**src/design/fpu_pkg.sv**
```systemverilog
`default_nettype none

package fpu_pkg;

   ////////////////////////////////////////////////////////////////////////////
   // Format widths
   ////////////////////////////////////////////////////////////////////////////

   // Binary32 fields
   localparam int C_EXP  = 8;
   localparam int C_MANT = 23;
   localparam int C_BIAS = 127;

   // Prenorm exponent is signed, two guard bits for ovf/uf
   localparam int C_EXP_PRENORM  = 10;
   // Carry at bit 47, hidden bit at 46, then fraction and GRS
   localparam int C_MANT_PRENORM = 48;

   // Adder internals
   // Mantissa plus guard and round
   localparam int C_MANT_SHIFTIN = C_MANT + 3;
   // Shifted operand with sticky appended
   localparam int C_MANT_SHIFTED = C_MANT + 4;
   localparam int C_MANT_ADDIN   = C_MANT + 4;
   // One extra bit for the carry out
   localparam int C_MANT_ADDOUT  = C_MANT + 5;

   ////////////////////////////////////////////////////////////////////////////
   // Operation codes and bundles
   ////////////////////////////////////////////////////////////////////////////

   typedef enum logic [1:0]
   {
      OP_ADD = 2'd0,
      OP_SUB = 2'd1,
      OP_MUL = 2'd2
   } fpu_op_e;

   // One request from the requester
   typedef struct packed
   {
      fpu_op_e                 op;
      logic [C_EXP+C_MANT:0]   a;
      logic [C_EXP+C_MANT:0]   b;
   } fpu_req_t;

   // Operand split into fields, hidden bit included
   typedef struct packed
   {
      logic                    sign;
      logic [C_EXP-1:0]        exp;
      logic [C_MANT:0]         mant;
   } fpu_operand_t;

   // Result ahead of normalization
   typedef struct packed
   {
      logic                            sign;
      logic signed [C_EXP_PRENORM-1:0] exp;
      logic [C_MANT_PRENORM-1:0]       mant;
   } fpu_prenorm_t;

   // Response word and exception flags
   typedef struct packed
   {
      logic [C_EXP+C_MANT:0]   result;
      logic                    ovf;
      logic                    uf;
      logic                    inexact;
   } fpu_resp_t;

endpackage

`default_nettype wire
```
**src/design/fpu_top.sv**
```systemverilog
`default_nettype none

module fpu_top
(
   input  logic               clk,
   input  logic               rst_n,
   input  logic               req,
   input  fpu_pkg::fpu_req_t  req_data,
   output logic               ack,
   output fpu_pkg::fpu_resp_t resp
);

   // Captured operation and operands
   fpu_pkg::fpu_op_e      op;
   fpu_pkg::fpu_operand_t op_a;
   fpu_pkg::fpu_operand_t op_b;

   // Prenorm results, one per unit
   fpu_pkg::fpu_prenorm_t add_pre;
   fpu_pkg::fpu_prenorm_t mul_pre;

   // Finished result back to the controller
   fpu_pkg::fpu_resp_t    norm_resp;

   // Handshake and operand register
   fpu_ctrl u_fpu_ctrl
   (
      .clk       (clk),
      .rst_n     (rst_n),
      .req       (req),
      .req_data  (req_data),
      .norm_resp (norm_resp),
      .ack       (ack),
      .resp      (resp),
      .op        (op),
      .op_a      (op_a),
      .op_b      (op_b)
   );

   // Add and multiply run side by side
   fpu_add u_fpu_add
   (
      .op_a    (op_a),
      .op_b    (op_b),
      .prenorm (add_pre)
   );

   fpu_mult u_fpu_mult
   (
      .op_a    (op_a),
      .op_b    (op_b),
      .prenorm (mul_pre)
   );

   // Pick by op, normalize, round
   fpu_norm u_fpu_norm
   (
      .op      (op),
      .add_pre (add_pre),
      .mul_pre (mul_pre),
      .resp    (norm_resp)
   );

endmodule

`default_nettype wire

```
**src/design/fpu_ctrl.sv**
```systemverilog
`default_nettype none

module fpu_ctrl
(
   input  logic                  clk,
   input  logic                  rst_n,
   input  logic                  req,
   input  fpu_pkg::fpu_req_t     req_data,
   input  fpu_pkg::fpu_resp_t    norm_resp,
   output logic                  ack,
   output fpu_pkg::fpu_resp_t    resp,
   output fpu_pkg::fpu_op_e      op,
   output fpu_pkg::fpu_operand_t op_a,
   output fpu_pkg::fpu_operand_t op_b
);

   // Idle, compute, wait for req low
   typedef enum logic [1:0]
   {
      ST_IDLE,
      ST_BUSY,
      ST_DONE
   } state_e;

   state_e            state;
   fpu_pkg::fpu_req_t req_q;

   // Split a binary32 word into sign, exponent, mantissa
   function automatic fpu_pkg::fpu_operand_t unpack
   (
      input logic [fpu_pkg::C_EXP+fpu_pkg::C_MANT:0] word
   );
      fpu_pkg::fpu_operand_t opd;
      opd.sign = word[fpu_pkg::C_EXP+fpu_pkg::C_MANT];
      opd.exp  = word[fpu_pkg::C_MANT +: fpu_pkg::C_EXP];
      // Zero exponent: denormal or zero, both read as zero
      if (opd.exp == '0)
         opd.mant = '0;
      else
         opd.mant = {1'b1, word[fpu_pkg::C_MANT-1:0]};
      return opd;
   endfunction

   ////////////////////////////////////////////////////////////////////////////
   // Handshake FSM
   ////////////////////////////////////////////////////////////////////////////

   always_ff @(posedge clk)
   begin
      if (!rst_n)
      begin
         state <= ST_IDLE;
         ack   <= 1'b0;
         resp  <= '0;
      end
      else
      begin
         case (state)
            ST_IDLE:
               if (req)
                  state <= ST_BUSY;
            // Datapath settled from req_q, latch the answer
            ST_BUSY:
            begin
               resp  <= norm_resp;
               ack   <= 1'b1;
               state <= ST_DONE;
            end
            // Hold ack and resp until the requester lets go
            ST_DONE:
               if (!req)
               begin
                  ack   <= 1'b0;
                  state <= ST_IDLE;
               end
            default:
               state <= ST_IDLE;
         endcase
      end
   end

   // Request capture on acceptance
   always_ff @(posedge clk)
   begin
      if (state == ST_IDLE && req)
         req_q <= req_data;
   end

   ////////////////////////////////////////////////////////////////////////////
   // Operand unpack
   ////////////////////////////////////////////////////////////////////////////

   assign op = req_q.op;

   always_comb
   begin
      op_a = unpack(req_q.a);
      op_b = unpack(req_q.b);
      // a - b handled as a + (-b)
      if (req_q.op == fpu_pkg::OP_SUB)
         op_b.sign = ~op_b.sign;
   end

endmodule

`default_nettype wire

```
**src/design/fpu_norm.sv**
```systemverilog
`default_nettype none

module fpu_norm
(
   input  fpu_pkg::fpu_op_e      op,
   input  fpu_pkg::fpu_prenorm_t add_pre,
   input  fpu_pkg::fpu_prenorm_t mul_pre,
   output fpu_pkg::fpu_resp_t    resp
);

   // Selected prenorm result
   fpu_pkg::fpu_prenorm_t              sel;
   logic                               zero_sign;

   // Leading-one normalization
   int                                 lz;
   logic [fpu_pkg::C_MANT_PRENORM-1:0] mant_norm;
   int                                 exp_norm;

   // Rounding
   logic [fpu_pkg::C_MANT:0]           mant_keep;
   logic                               guard;
   logic                               round_bit;
   logic                               sticky;
   logic                               round_up;
   logic [fpu_pkg::C_MANT+1:0]         mant_rnd;
   logic [fpu_pkg::C_MANT-1:0]         frac;
   int                                 exp_final;

   assign sel       = (op == fpu_pkg::OP_MUL) ? mul_pre : add_pre;
   // Exact zero: plus for add/sub, product sign for mult
   assign zero_sign = (op == fpu_pkg::OP_MUL) ? mul_pre.sign : 1'b0;

   ////////////////////////////////////////////////////////////////////////////
   // Leading one to bit 47
   ////////////////////////////////////////////////////////////////////////////

   always_comb
   begin
      // Highest set bit wins, 48 means all zero
      lz = fpu_pkg::C_MANT_PRENORM;
      for (int i = 0; i < fpu_pkg::C_MANT_PRENORM; i++)
      begin
         if (sel.mant[i])
            lz = fpu_pkg::C_MANT_PRENORM - 1 - i;
      end
   end

   assign mant_norm = sel.mant << lz;

   // Input hidden bit sits at 46, so one left shift is free
   assign exp_norm = int'($signed(sel.exp)) + 1 - lz;

   ////////////////////////////////////////////////////////////////////////////
   // Round to nearest even
   ////////////////////////////////////////////////////////////////////////////

   // Hidden bit plus 23 fraction bits
   assign mant_keep = mant_norm[fpu_pkg::C_MANT_PRENORM-1 -: fpu_pkg::C_MANT+1];
   assign guard     = mant_norm[fpu_pkg::C_MANT_PRENORM-fpu_pkg::C_MANT-2];
   assign round_bit = mant_norm[fpu_pkg::C_MANT_PRENORM-fpu_pkg::C_MANT-3];
   assign sticky    = |mant_norm[fpu_pkg::C_MANT_PRENORM-fpu_pkg::C_MANT-4:0];

   // Ties go to the even LSB
   assign round_up = guard & (round_bit | sticky | mant_keep[0]);
   assign mant_rnd = {1'b0, mant_keep} + round_up;

   // Carry out of rounding leaves 10.000..., shift down once
   always_comb
   begin
      if (mant_rnd[fpu_pkg::C_MANT+1])
      begin
         frac      = mant_rnd[fpu_pkg::C_MANT:1];
         exp_final = exp_norm + 1;
      end
      else
      begin
         frac      = mant_rnd[fpu_pkg::C_MANT-1:0];
         exp_final = exp_norm;
      end
   end

   ////////////////////////////////////////////////////////////////////////////
   // Classification and flags
   ////////////////////////////////////////////////////////////////////////////

   always_comb
   begin
      resp = '0;
      if (sel.mant == '0)
      begin
         // Exact zero, nothing lost
         resp.result[fpu_pkg::C_EXP+fpu_pkg::C_MANT] = zero_sign;
      end
      else if (exp_final >= (2 ** fpu_pkg::C_EXP) - 1)
      begin
         // Overflow to signed infinity
         resp.result  = {sel.sign, {fpu_pkg::C_EXP{1'b1}}, {fpu_pkg::C_MANT{1'b0}}};
         resp.ovf     = 1'b1;
         resp.inexact = 1'b1;
      end
      else if (exp_final <= 0)
      begin
         // Flush to signed zero
         resp.result[fpu_pkg::C_EXP+fpu_pkg::C_MANT] = sel.sign;
         resp.uf      = 1'b1;
         resp.inexact = 1'b1;
      end
      else
      begin
         resp.result  = {sel.sign, exp_final[fpu_pkg::C_EXP-1:0], frac};
         resp.inexact = guard | round_bit | sticky;
      end
   end

endmodule

`default_nettype wire

```
**src/design/fpu_mult.sv**
```systemverilog
`default_nettype none

module fpu_mult
(
   input  fpu_pkg::fpu_operand_t op_a,
   input  fpu_pkg::fpu_operand_t op_b,
   output fpu_pkg::fpu_prenorm_t prenorm
);

   // Biased exponents widened to prenorm width
   logic [fpu_pkg::C_EXP_PRENORM-1:0]  exp_a_ext;
   logic [fpu_pkg::C_EXP_PRENORM-1:0]  exp_b_ext;
   logic [fpu_pkg::C_EXP_PRENORM-1:0]  exp_sum;

   // Full mantissa product
   logic [fpu_pkg::C_MANT_PRENORM-1:0] product;

   ////////////////////////////////////////////////////////////////////////////
   // Exponent
   ////////////////////////////////////////////////////////////////////////////

   assign exp_a_ext = {{(fpu_pkg::C_EXP_PRENORM - fpu_pkg::C_EXP){1'b0}}, op_a.exp};
   assign exp_b_ext = {{(fpu_pkg::C_EXP_PRENORM - fpu_pkg::C_EXP){1'b0}}, op_b.exp};

   // Sum carries the bias twice so one is taken off
   // wraps to a negative value on deep underflow
   assign exp_sum = exp_a_ext + exp_b_ext - fpu_pkg::C_BIAS[fpu_pkg::C_EXP_PRENORM-1:0];

   ////////////////////////////////////////////////////////////////////////////
   // Mantissa
   ////////////////////////////////////////////////////////////////////////////

   // 1.23 x 1.23 gives 2.46 with the adder's binary point
   assign product = op_a.mant * op_b.mant;

   assign prenorm.sign = op_a.sign ^ op_b.sign;
   assign prenorm.exp  = exp_sum;
   assign prenorm.mant = product;

endmodule

`default_nettype wire

```
**src/design/fpu_add.sv**
```systemverilog
`default_nettype none

module fpu_add
(
   input  fpu_pkg::fpu_operand_t op_a,
   input  fpu_pkg::fpu_operand_t op_b,
   output fpu_pkg::fpu_prenorm_t prenorm
);

   // Exponent compare
   logic                               exp_a_gt_b;
   logic                               exp_equal;
   logic [fpu_pkg::C_EXP-1:0]          exp_diff;
   logic [fpu_pkg::C_EXP-1:0]          exp_max;

   // Alignment
   logic                               mant_a_gt_b;
   logic [fpu_pkg::C_MANT_SHIFTIN-1:0] shift_in;
   logic [fpu_pkg::C_MANT_SHIFTED-1:0] shifted;
   logic [fpu_pkg::C_MANT_SHIFTED-1:0] unshifted;
   logic                               sticky;

   // Main adder
   logic                               subtract;
   logic                               inv_shifted;
   logic                               inv_unshifted;
   logic [fpu_pkg::C_MANT_ADDIN-1:0]   add_in_a;
   logic [fpu_pkg::C_MANT_ADDIN-1:0]   add_in_b;
   logic [fpu_pkg::C_MANT_ADDOUT-1:0]  add_out;
   logic                               sign_res;

   ////////////////////////////////////////////////////////////////////////////
   // Exponent alignment
   ////////////////////////////////////////////////////////////////////////////

   assign exp_a_gt_b = op_a.exp > op_b.exp;
   assign exp_equal  = (exp_diff == '0);

   always_comb
   begin
      if (exp_a_gt_b)
      begin
         exp_diff = op_a.exp - op_b.exp;
         exp_max  = op_a.exp;
      end
      else
      begin
         exp_diff = op_b.exp - op_a.exp;
         exp_max  = op_b.exp;
      end
   end

   // Smaller exponent goes through the shifter
   assign mant_a_gt_b = op_a.mant > op_b.mant;
   assign unshifted   = {(exp_a_gt_b ? op_a.mant : op_b.mant), 3'b000};
   assign shift_in    = {(exp_a_gt_b ? op_b.mant : op_a.mant), 2'b00};

   // Sticky is the OR of everything pushed past the round bit
   always_comb
   begin
      if (exp_diff >= fpu_pkg::C_MANT_SHIFTIN)
         sticky = |shift_in;
      else
         sticky = |(shift_in << (fpu_pkg::C_MANT_SHIFTIN - exp_diff));
   end

   assign shifted = {(shift_in >> exp_diff), sticky};

   ////////////////////////////////////////////////////////////////////////////
   // Mantissa add / subtract
   ////////////////////////////////////////////////////////////////////////////

   // Effective subtraction when signs differ
   assign subtract = op_a.sign ^ op_b.sign;

   // Invert whichever magnitude is smaller
   // unshifted is only smaller on equal exponents
   assign inv_unshifted = subtract & exp_equal & mant_a_gt_b;
   assign inv_shifted   = subtract & ~inv_unshifted;

   assign add_in_a = inv_shifted   ? ~shifted   : shifted;
   assign add_in_b = inv_unshifted ? ~unshifted : unshifted;

   // Carry-in completes the two's complement
   assign add_out = add_in_a + add_in_b + subtract;

   ////////////////////////////////////////////////////////////////////////////
   // Result sign and output
   ////////////////////////////////////////////////////////////////////////////

   // Sign follows the larger magnitude
   always_comb
   begin
      if (exp_a_gt_b)
         sign_res = op_a.sign;
      else if (exp_equal && mant_a_gt_b)
         sign_res = op_a.sign;
      else
         sign_res = op_b.sign;
   end

   assign prenorm.sign = sign_res;
   assign prenorm.exp  = {{(fpu_pkg::C_EXP_PRENORM - fpu_pkg::C_EXP){1'b0}}, exp_max};

   // Carry is meaningless on subtraction, drop it
   // sum lands with its hidden bit at 46, zeros below
   assign prenorm.mant =
      {
         add_out[fpu_pkg::C_MANT_ADDOUT-1] & ~subtract,
         add_out[fpu_pkg::C_MANT_ADDOUT-2:0],
         {(fpu_pkg::C_MANT_PRENORM - fpu_pkg::C_MANT_ADDOUT){1'b0}}
      };

endmodule

`default_nettype wire

```
**config.mk**
```make
export PLATFORM = sky130hd
export DESIGN_NAME = fpu_top
export DESIGN_NICKNAME = d
export VERILOG_FILES = /design/src/design/fpu_pkg.sv /design/src/design/fpu_top.sv /design/src/design/fpu_ctrl.sv /design/src/design/fpu_norm.sv /design/src/design/fpu_mult.sv /design/src/design/fpu_add.sv
export SDC_FILE = /design/constraint.sdc
export NUM_CORES = 2
export LEC_CHECK = 0
export BUFFER_PORTS_ARGS = -buffer_cell sky130_fd_sc_hd__buf_4
export CELL_PAD_IN_SITES_DETAIL_PLACEMENT = 1
export CELL_PAD_IN_SITES_GLOBAL_PLACEMENT = 1
export CORE_AREA = 2 2 278 280
export DETAILED_ROUTE_END_ITERATION = 16
export DIE_AREA = 0 0 280 282
export GPL_TIMING_DRIVEN = 1
export PLACE_DENSITY = 0.81
export SLEW_MARGIN = 20
export SYNTH_ARGS = -nofsm -noshare
export SYNTH_HDL_FRONTEND = slang
export SYNTH_SLANG_ARGS = --single-unit
```
**constraint.sdc**
```tcl
create_clock -name clk -period 33.6 [get_ports clk]
set_clock_uncertainty 0.2 [all_clocks]
set_input_delay 8.4 -clock clk [delete_from_list [all_inputs] [get_ports clk]]
set_output_delay 8.4 -clock clk [all_outputs]
set_load 0.01 [all_outputs]
```
Word level (Yosys, flattened, before mapping)
Cells that the tools add are included.
{"block": "totals", "wordCells": 141, "inputBits": 69, "reg_bits": 104, "out_inout_bits": 36}
{"block": "classes", "add_sub_neg": 11, "mul": 1, "n_reduce_logical": 13, "magnitude_cmp": 5, "n_mux": 78, "bitwise_logic": 15, "n_eq_ne": 6, "shifts": 3}
{"operator": "6-bit two-way mux", "n": 32}
{"operator": "24-bit two-way mux", "n": 4}
{"operator": "5-bit two-way mux", "n": 16}
{"operator": "31-bit two-way mux", "n": 2}
{"operator": "59-bit two-way mux", "n": 1}
{"operator": "27-bit two-way mux", "n": 2}
{"operator": "27-bit NOT", "n": 2}
{"operator": "48-bit logical NOT", "n": 1}
{"operator": "24-bit by 24-bit multiplier with 48-bit output", "n": 1}
{"operator": "48-bit by 6-bit left shift with 48-bit output", "n": 1}
{"operator": "34-bit two-way mux", "n": 1}
{"operator": "32-bit by 2-bit adder with 32-bit output, second input constant", "n": 1}
{"operator": "32-bit by 9-bit >= comparator with 1-bit output, second input constant", "n": 1}
{"operator": "32-bit by 1-bit <= comparator with 1-bit output, second input constant", "n": 1}
{"operator": "32-bit two-way mux", "n": 1}
{"operator": "26-bit by 32-bit left shift with 26-bit output", "n": 1}
{"operator": "32-bit by 7-bit subtractor with 32-bit output", "n": 1}
{"operator": "27-bit by 27-bit adder with 28-bit output", "n": 1}
{"operator": "28-bit by 1-bit adder with 28-bit output", "n": 1}
{"operator": "26-bit OR reduction", "n": 1}
{"operator": "26-bit by 8-bit >> shifter with 26-bit output", "n": 1}
{"operator": "24-bit by 1-bit adder with 25-bit output", "n": 1}
{"operator": "24-bit > comparator", "n": 1}
{"operator": "8-bit logical NOT", "n": 3}
{"operator": "26 further kinds", "n": 54}

Longest topological paths before layout
{"block": "logic_depth", "depth_word": 71, "mapped_depth": 68, "depth_no_buf": 59}

By module
Synthesis repeated with hierarchy kept, for this count alone.
{"block": "unflattened", "cells_unflattened": 4587, "hier_area_um2": 36899.1}
{"mod": "fpu_mult", "n_inst": 1, "seq_area_each_um2": 0.0, "area_each_um2": 19600.0, "cells_each": 2254}
{"mod": "fpu_norm", "n_inst": 1, "seq_area_each_um2": 0.0, "area_each_um2": 7393.3, "cells_each": 1122}
{"mod": "fpu_add", "n_inst": 1, "seq_area_each_um2": 0.0, "area_each_um2": 6000.8, "cells_each": 904}
{"mod": "fpu_ctrl", "n_inst": 1, "seq_area_each_um2": 2742.6, "area_each_um2": 3905.0, "cells_each": 307}

Worst setup path before layout
No wires, ideal clock.
{"block": "synth_path", "path_type": "reg2reg", "start": "reg u_fpu_ctrl.req_q (netlist bit u_fpu_ctrl.op_a[25])", "end": "reg, netlist name u_fpu_ctrl.resp[10]", "t_required_ns": 33.283, "setup_ns": 0.117, "path_stages_with_launch": 64, "arrival_ns": 14.940, "setup_slack_ns": 18.342, "path_buffers": 9, "synth_period_minus_slack_ns": 15.258, "path_cell_list": "edfxtp_1 > nor4_1 > and2_1 > buf_2 > inv_2 > clkbuf_1 > clkbuf_1 > clkbuf_1 > and3_1 > clkbuf_1 > clkbuf_1 > nand2_1 > fa_1 > inv_1 > fa_1 > inv_1 > fa_1 > inv_1 > [28 not listed] > a21oi_1 > nor2b_1 > o21a_1 > nor2_1 > xnor2_1 > or2_1 > nor4_1 > or3b_2 > nor2_1 > xnor2_1 > o31ai_1 > a221oi_1 > nor3_1 > mux2_2 > a2bb2oi_2 > nand4bb_1 > buf_4 > o21ai_1"}
{"block": "synth_via", "elab_chain_len": 63, "word_cells_on_any_way": 98, "classes_between": "11 x add/sub; 1 x mul; 5 x order compare; 3 x shift; 62 x mux; 10 x bitwise; 6 x reduce/logical"}
{"item": "start: declaration", "line": "fpu_ctrl.sv:26", "rtl": "fpu_pkg::fpu_req_t req_q;"}
{"item": "start signal: assignment", "line": "fpu_ctrl.sv:86", "rtl": "req_q <= req_data;"}
{"item": "parallel branches: the longest is 3 deep, another holds 27-bit by 27-bit adder with 28-bit output"}
{"item": "59-bit two-way mux *", "line": "fpu_norm.sv:30", "rtl": "assign sel = (op == fpu_pkg::OP_MUL) ? mul_pre : add_pre;"}
{"item": "5-bit two-way mux (16 in series)", "line": "fpu_norm.sv:44", "rtl": "if (sel.mant[i])"}
{"item": "6-bit two-way mux (32 in series)", "line": "fpu_norm.sv:44"}
{"item": "48-bit by 6-bit left shift with 48-bit output", "line": "fpu_norm.sv:49", "rtl": "assign mant_norm = sel.mant << lz;"}
{"item": "22-bit OR reduction", "line": "fpu_norm.sv:62", "rtl": "assign sticky = |mant_norm[fpu_pkg::C_MANT_PRENORM-fpu_pkg::C_MANT-4:0];"}
{"item": "1-bit OR (2 in series)", "line": "fpu_norm.sv:65", "rtl": "assign round_up = guard & (round_bit | sticky | mant_keep[0]);"}
{"item": "1-bit bitwise AND", "line": "fpu_norm.sv:65"}
{"item": "24-bit by 1-bit adder with 25-bit output", "line": "fpu_norm.sv:66", "rtl": "assign mant_rnd = {1'b0, mant_keep} + round_up;"}
{"item": "32-bit two-way mux", "line": "fpu_norm.sv:71", "rtl": "if (mant_rnd[fpu_pkg::C_MANT+1])"}
{"item": "32-bit by 1-bit <= comparator with 1-bit output", "line": "fpu_norm.sv:102", "rtl": "else if (exp_final <= 0)"}
{"item": "31-bit two-way mux", "line": "fpu_norm.sv:102"}
{"item": "31-bit two-way mux", "line": "fpu_norm.sv:95", "rtl": "else if (exp_final >= (2 ** fpu_pkg::C_EXP) - 1)"}
{"item": "34-bit two-way mux *", "line": "fpu_norm.sv:90", "rtl": "if (sel.mant == '0)"}
Every way passes the cells marked *.
A chain may end at the register's enable or synchronous reset.

Worst setup path in the final report
{"block": "layout_path", "start": "reg u_fpu_ctrl.req_q (netlist bit u_fpu_ctrl.op_b[25])", "end": "reg, netlist name u_fpu_ctrl.resp[14]"}
{"block": "layout_via", "elab_chain_len": 63, "word_cells_on_any_way": 98, "classes_between": "11 x add/sub; 1 x mul; 5 x order compare; 3 x shift; 62 x mux; 10 x bitwise; 6 x reduce/logical"}
{"item": "parallel branches: the longest is 3 deep, another holds 27-bit by 27-bit adder with 28-bit output"}
{"item": "59-bit two-way mux *", "line": "fpu_norm.sv:30"}
{"item": "5-bit two-way mux (16 in series)", "line": "fpu_norm.sv:44"}
{"item": "6-bit two-way mux (32 in series)", "line": "fpu_norm.sv:44"}
{"item": "48-bit by 6-bit left shift with 48-bit output", "line": "fpu_norm.sv:49"}
{"item": "22-bit OR reduction", "line": "fpu_norm.sv:62"}
{"item": "1-bit OR (2 in series)", "line": "fpu_norm.sv:65"}
{"item": "1-bit bitwise AND", "line": "fpu_norm.sv:65"}
{"item": "24-bit by 1-bit adder with 25-bit output", "line": "fpu_norm.sv:66"}
{"item": "32-bit two-way mux", "line": "fpu_norm.sv:71"}
{"item": "32-bit by 1-bit <= comparator with 1-bit output", "line": "fpu_norm.sv:102"}
{"item": "31-bit two-way mux", "line": "fpu_norm.sv:102"}
{"item": "31-bit two-way mux", "line": "fpu_norm.sv:95"}
{"item": "34-bit two-way mux *", "line": "fpu_norm.sv:90"}
Marked as above.

==> metrics.md <==
| Metric | Value |
|---|---|
| Run status | `finished clean` |
| Top post-synthesis cells by count | `inv_1, fa_1, nand2_1` |
| PortBufs | `104` |
| CP max stage delay | `about 1100 ps` |
| Clock Tree Buf Depth | `2` |
| Ports | `between 100 and 150` |
| Max Clk Rate | `~54 MHz` |
| Worst Path Arrival | `between 15000 and 20000 ps` |
| Initial antenna violation count | `8` |
| CP most frequent cell | `inv_1` |
| # Max-Cap Violations | `0` |
| Vias per cell | `~6.5` |
| Synthesized area per cell | `just under 8 sq um` |
| Final instance area | `just under 40000 sq um` |
| Worst setup EP type | `flip-flop` |
| Ys flop type | `edfxtp_1` |
| Largest net degree at the start of global routing | `86` |
| CP startpoint kind | `flip-flop` |
| Synth Net Count | `about 5600` |
| Die Height | `roughly 280 um` |
| Core area | `about 76000 sq um` |
| First-pass GRT wire length | `235000 um` |
| Grt ovf | `0` |
| Initial core utilization | `0.498` |
| Routed WL per cell | `approximately 27 um` |
| DRT Pass-1 Iters | `6` |
| Post-CTS setup buffer count | `0` |
| Count of cell types in the netlist | `121` |
| FF+latch count, synth | `104` |
| Combined area of the multi-input logic cells | `around 31000 sq um` |
| DIE AREA | `about 79000 sq um` |
| Syn Inst Count | `about 4700` |
| Number of global-route vias before repair | `~39000` |
| Share of cells above drive strength 1 | `0.0694` |
| Vias | `approximately 37000` |
| CP required | `33760 ps` |
| HP Class | `reg -> reg` |
| Cell with the most instances after synthesis | `inv_1` |
| Yosys top cell by area | `fa_1` |
| Routed wire length | `roughly 150000 um` |
| DP Wirelength | `124000 um` |
| Initial drt markers | `just under 4000` |
| Worst-Margin Slew | `between 1000 and 1500 ps` |
| CTS tree | `built` |
| FILL cells | `about 9300` |
| H-tree Lvls | `3` |
| Clock sink total | `around 100` |
| Setup violations, final | `0` |
| Gr usage total | `0.393` |
| DRC Markers | `0` |
| Worst hold margin | `about 250 ps` |
| Bufs and invs on worst path | `11` |
| CP Class | `reg -> reg` |
| CTS clk-pin slew, worst paths | `between 100 and 150 ps` |
| Register Area | `2740 sq um` |
| Fin crit period | `about 19000 ps` |
| Hold Buf Count CTS | `0` |
| Yosys warnings | `0` |
| Final core occ | `0.523` |
| Post-route ant nets | `0` |
| Post-synth top area share | `0.259` |
| Number of synthesized flops with an enable pin | `66` |
| Top cells by area, synth | `fa_1, ha_1, inv_1` |
| Placement Cell Area | `approximately 40000 sq um` |
| Clk root buf | `clkbuf_16` |
| Final Cycle Share | `0.554` |
| Setup TNS | `0 ps` |
| CTS Buf Count | `9` |
| RSZ-0062 raised after global routing | `no` |
| Core Rows | `~100` |
| Die X | `280 um` |
| Sequential share of the synthesized area | `0.0728` |
| Slew headroom | `0.245` |
| Delay-heaviest family, CP | `simple AND/OR/NAND/NOR gates` |
| Clock Latency Late Sink | `between 400 and 500 ps` |
| Area growth syn-to-layout | `5.22%` |
| RD Place Congestion | `about 1.0` |
| Crit path max fanout | `85` |
| Hold Vio Cnt, Final | `0` |
| Ys async rst share | `0` |
| Slowest-stage cell, CP | `nor3_1` |
| Post-CTS resize count | `0` |
| Pins Over Slew Limit | `0` |
| Nets | `approximately 5500` |
| Post-Syn Area | `around 38000 sq um` |
[registers in the layout, summed over array words and instances (netlist names)]
| signal | cells |
|---|---|
| u_fpu_ctrl.ack | 1 |
| u_fpu_ctrl.op_b | 8 |
| u_fpu_ctrl.state | 2 |
| u_fpu_ctrl.op | 2 |
| u_fpu_ctrl.req_q | 47 |
| u_fpu_ctrl.resp | 35 |
| u_fpu_ctrl.op_a | 9 |
[area by class of cell]
| type | instances | share of cell area |
|---|---|---|
| Clock buffer | 9 | 0.00568 |
| Antenna cell | 1 | 0.0000631 |
| Timing Repair Buffer | 191 | 0.0362 |
| Multi-Input combinational cell | 3698 | 0.792 |
| Clock inverter | 7 | 0.00230 |
| Inverter | 676 | 0.0640 |
| Tap cell | 978 | 0.0309 |
| Sequential cell | 104 | 0.0692 |
[cell usage in the layout (no fill, tap or decap), drive strengths merged, types with 45 or more instances in the layout]
cell / n
inv: 679
fa: 487
nand2: 407
and2: 355
nor2: 299
ha: 290
o21ai: 240
a21oi: 200
buf: 191
and3: 147
nor3: 133
nand3: 99
xnor2: 97
edfxtp: 66
a211oi: 62
xor2: 60
o211ai: 54
mux2i: 46
o22ai: 45
[final timing paths]
kind	to	startpoint	cells past startpoint	slack [ps]
min reg2reg	u_fpu_ctrl.resp[33]$_SDFFE_PN0P_	u_fpu_ctrl.resp[33]$_SDFFE_PN0P_	2	250
min	u_fpu_ctrl.resp[33]$_SDFFE_PN0P_	u_fpu_ctrl.resp[33]$_SDFFE_PN0P_	2	250
max	u_fpu_ctrl.resp[14]$_SDFFE_PN0P_	u_fpu_ctrl.op_b[25]$_DFFE_PP_	54	14970
max reg2reg	u_fpu_ctrl.resp[14]$_SDFFE_PN0P_	u_fpu_ctrl.op_b[25]$_DFFE_PP_	54	14970
[logic make-up after synthesis]
kind of cell / after synthesis / share of synthesized area
and+or+nand+nor: 1683 / 0.231
muxes: 72 / 0.0233
AOI/OAI and AO/OA: 1008 / 0.184
adders and majority gates: 777 / 0.355
buffers and inverters: 932 / 0.0963
DFF: 104 / 0.0728
xor gates and xnor gates: 158 / 0.0373
[worst reg2reg max path, delay by kind of cell, from the launching register on]
kind / cells / cell delay, ps
flip-flops: 1 / 550
buffers and inverters: 11 / 2570
adder cells (fa/ha/maj): 10 / 4270
AND/OR/NAND/NOR: 17 / 6360
XOR/XNOR: 2 / 380
multiplexers: 1 / 240
AO/OA/AOI/OAI: 13 / 3990
[per-stage QoR]
stage,cells,worst slack (ps)
2_1_floorplan,4734,18340
3_3_place_gp,5647,15760
3_5_place_dp,5647,15130
4_1_cts,5663,15090
5_1_grt,5664,14050
6_report,5664,14970
[metal layers]
metal / global-route usage / wire length [um] / vias up
met3: 0.0903 / 16600 / 452
met1: 0.518 / 61800 / 18400
met5: 0 / 51 / -
met4: 0.182 / 8020 / 6
met2: 0.613 / 68500 / 2022
li1: - / - / 16000
Power is left out: the tool's default activity adds up to more than one toggle a clock period on the data nets, which glitch-free logic cannot reach.
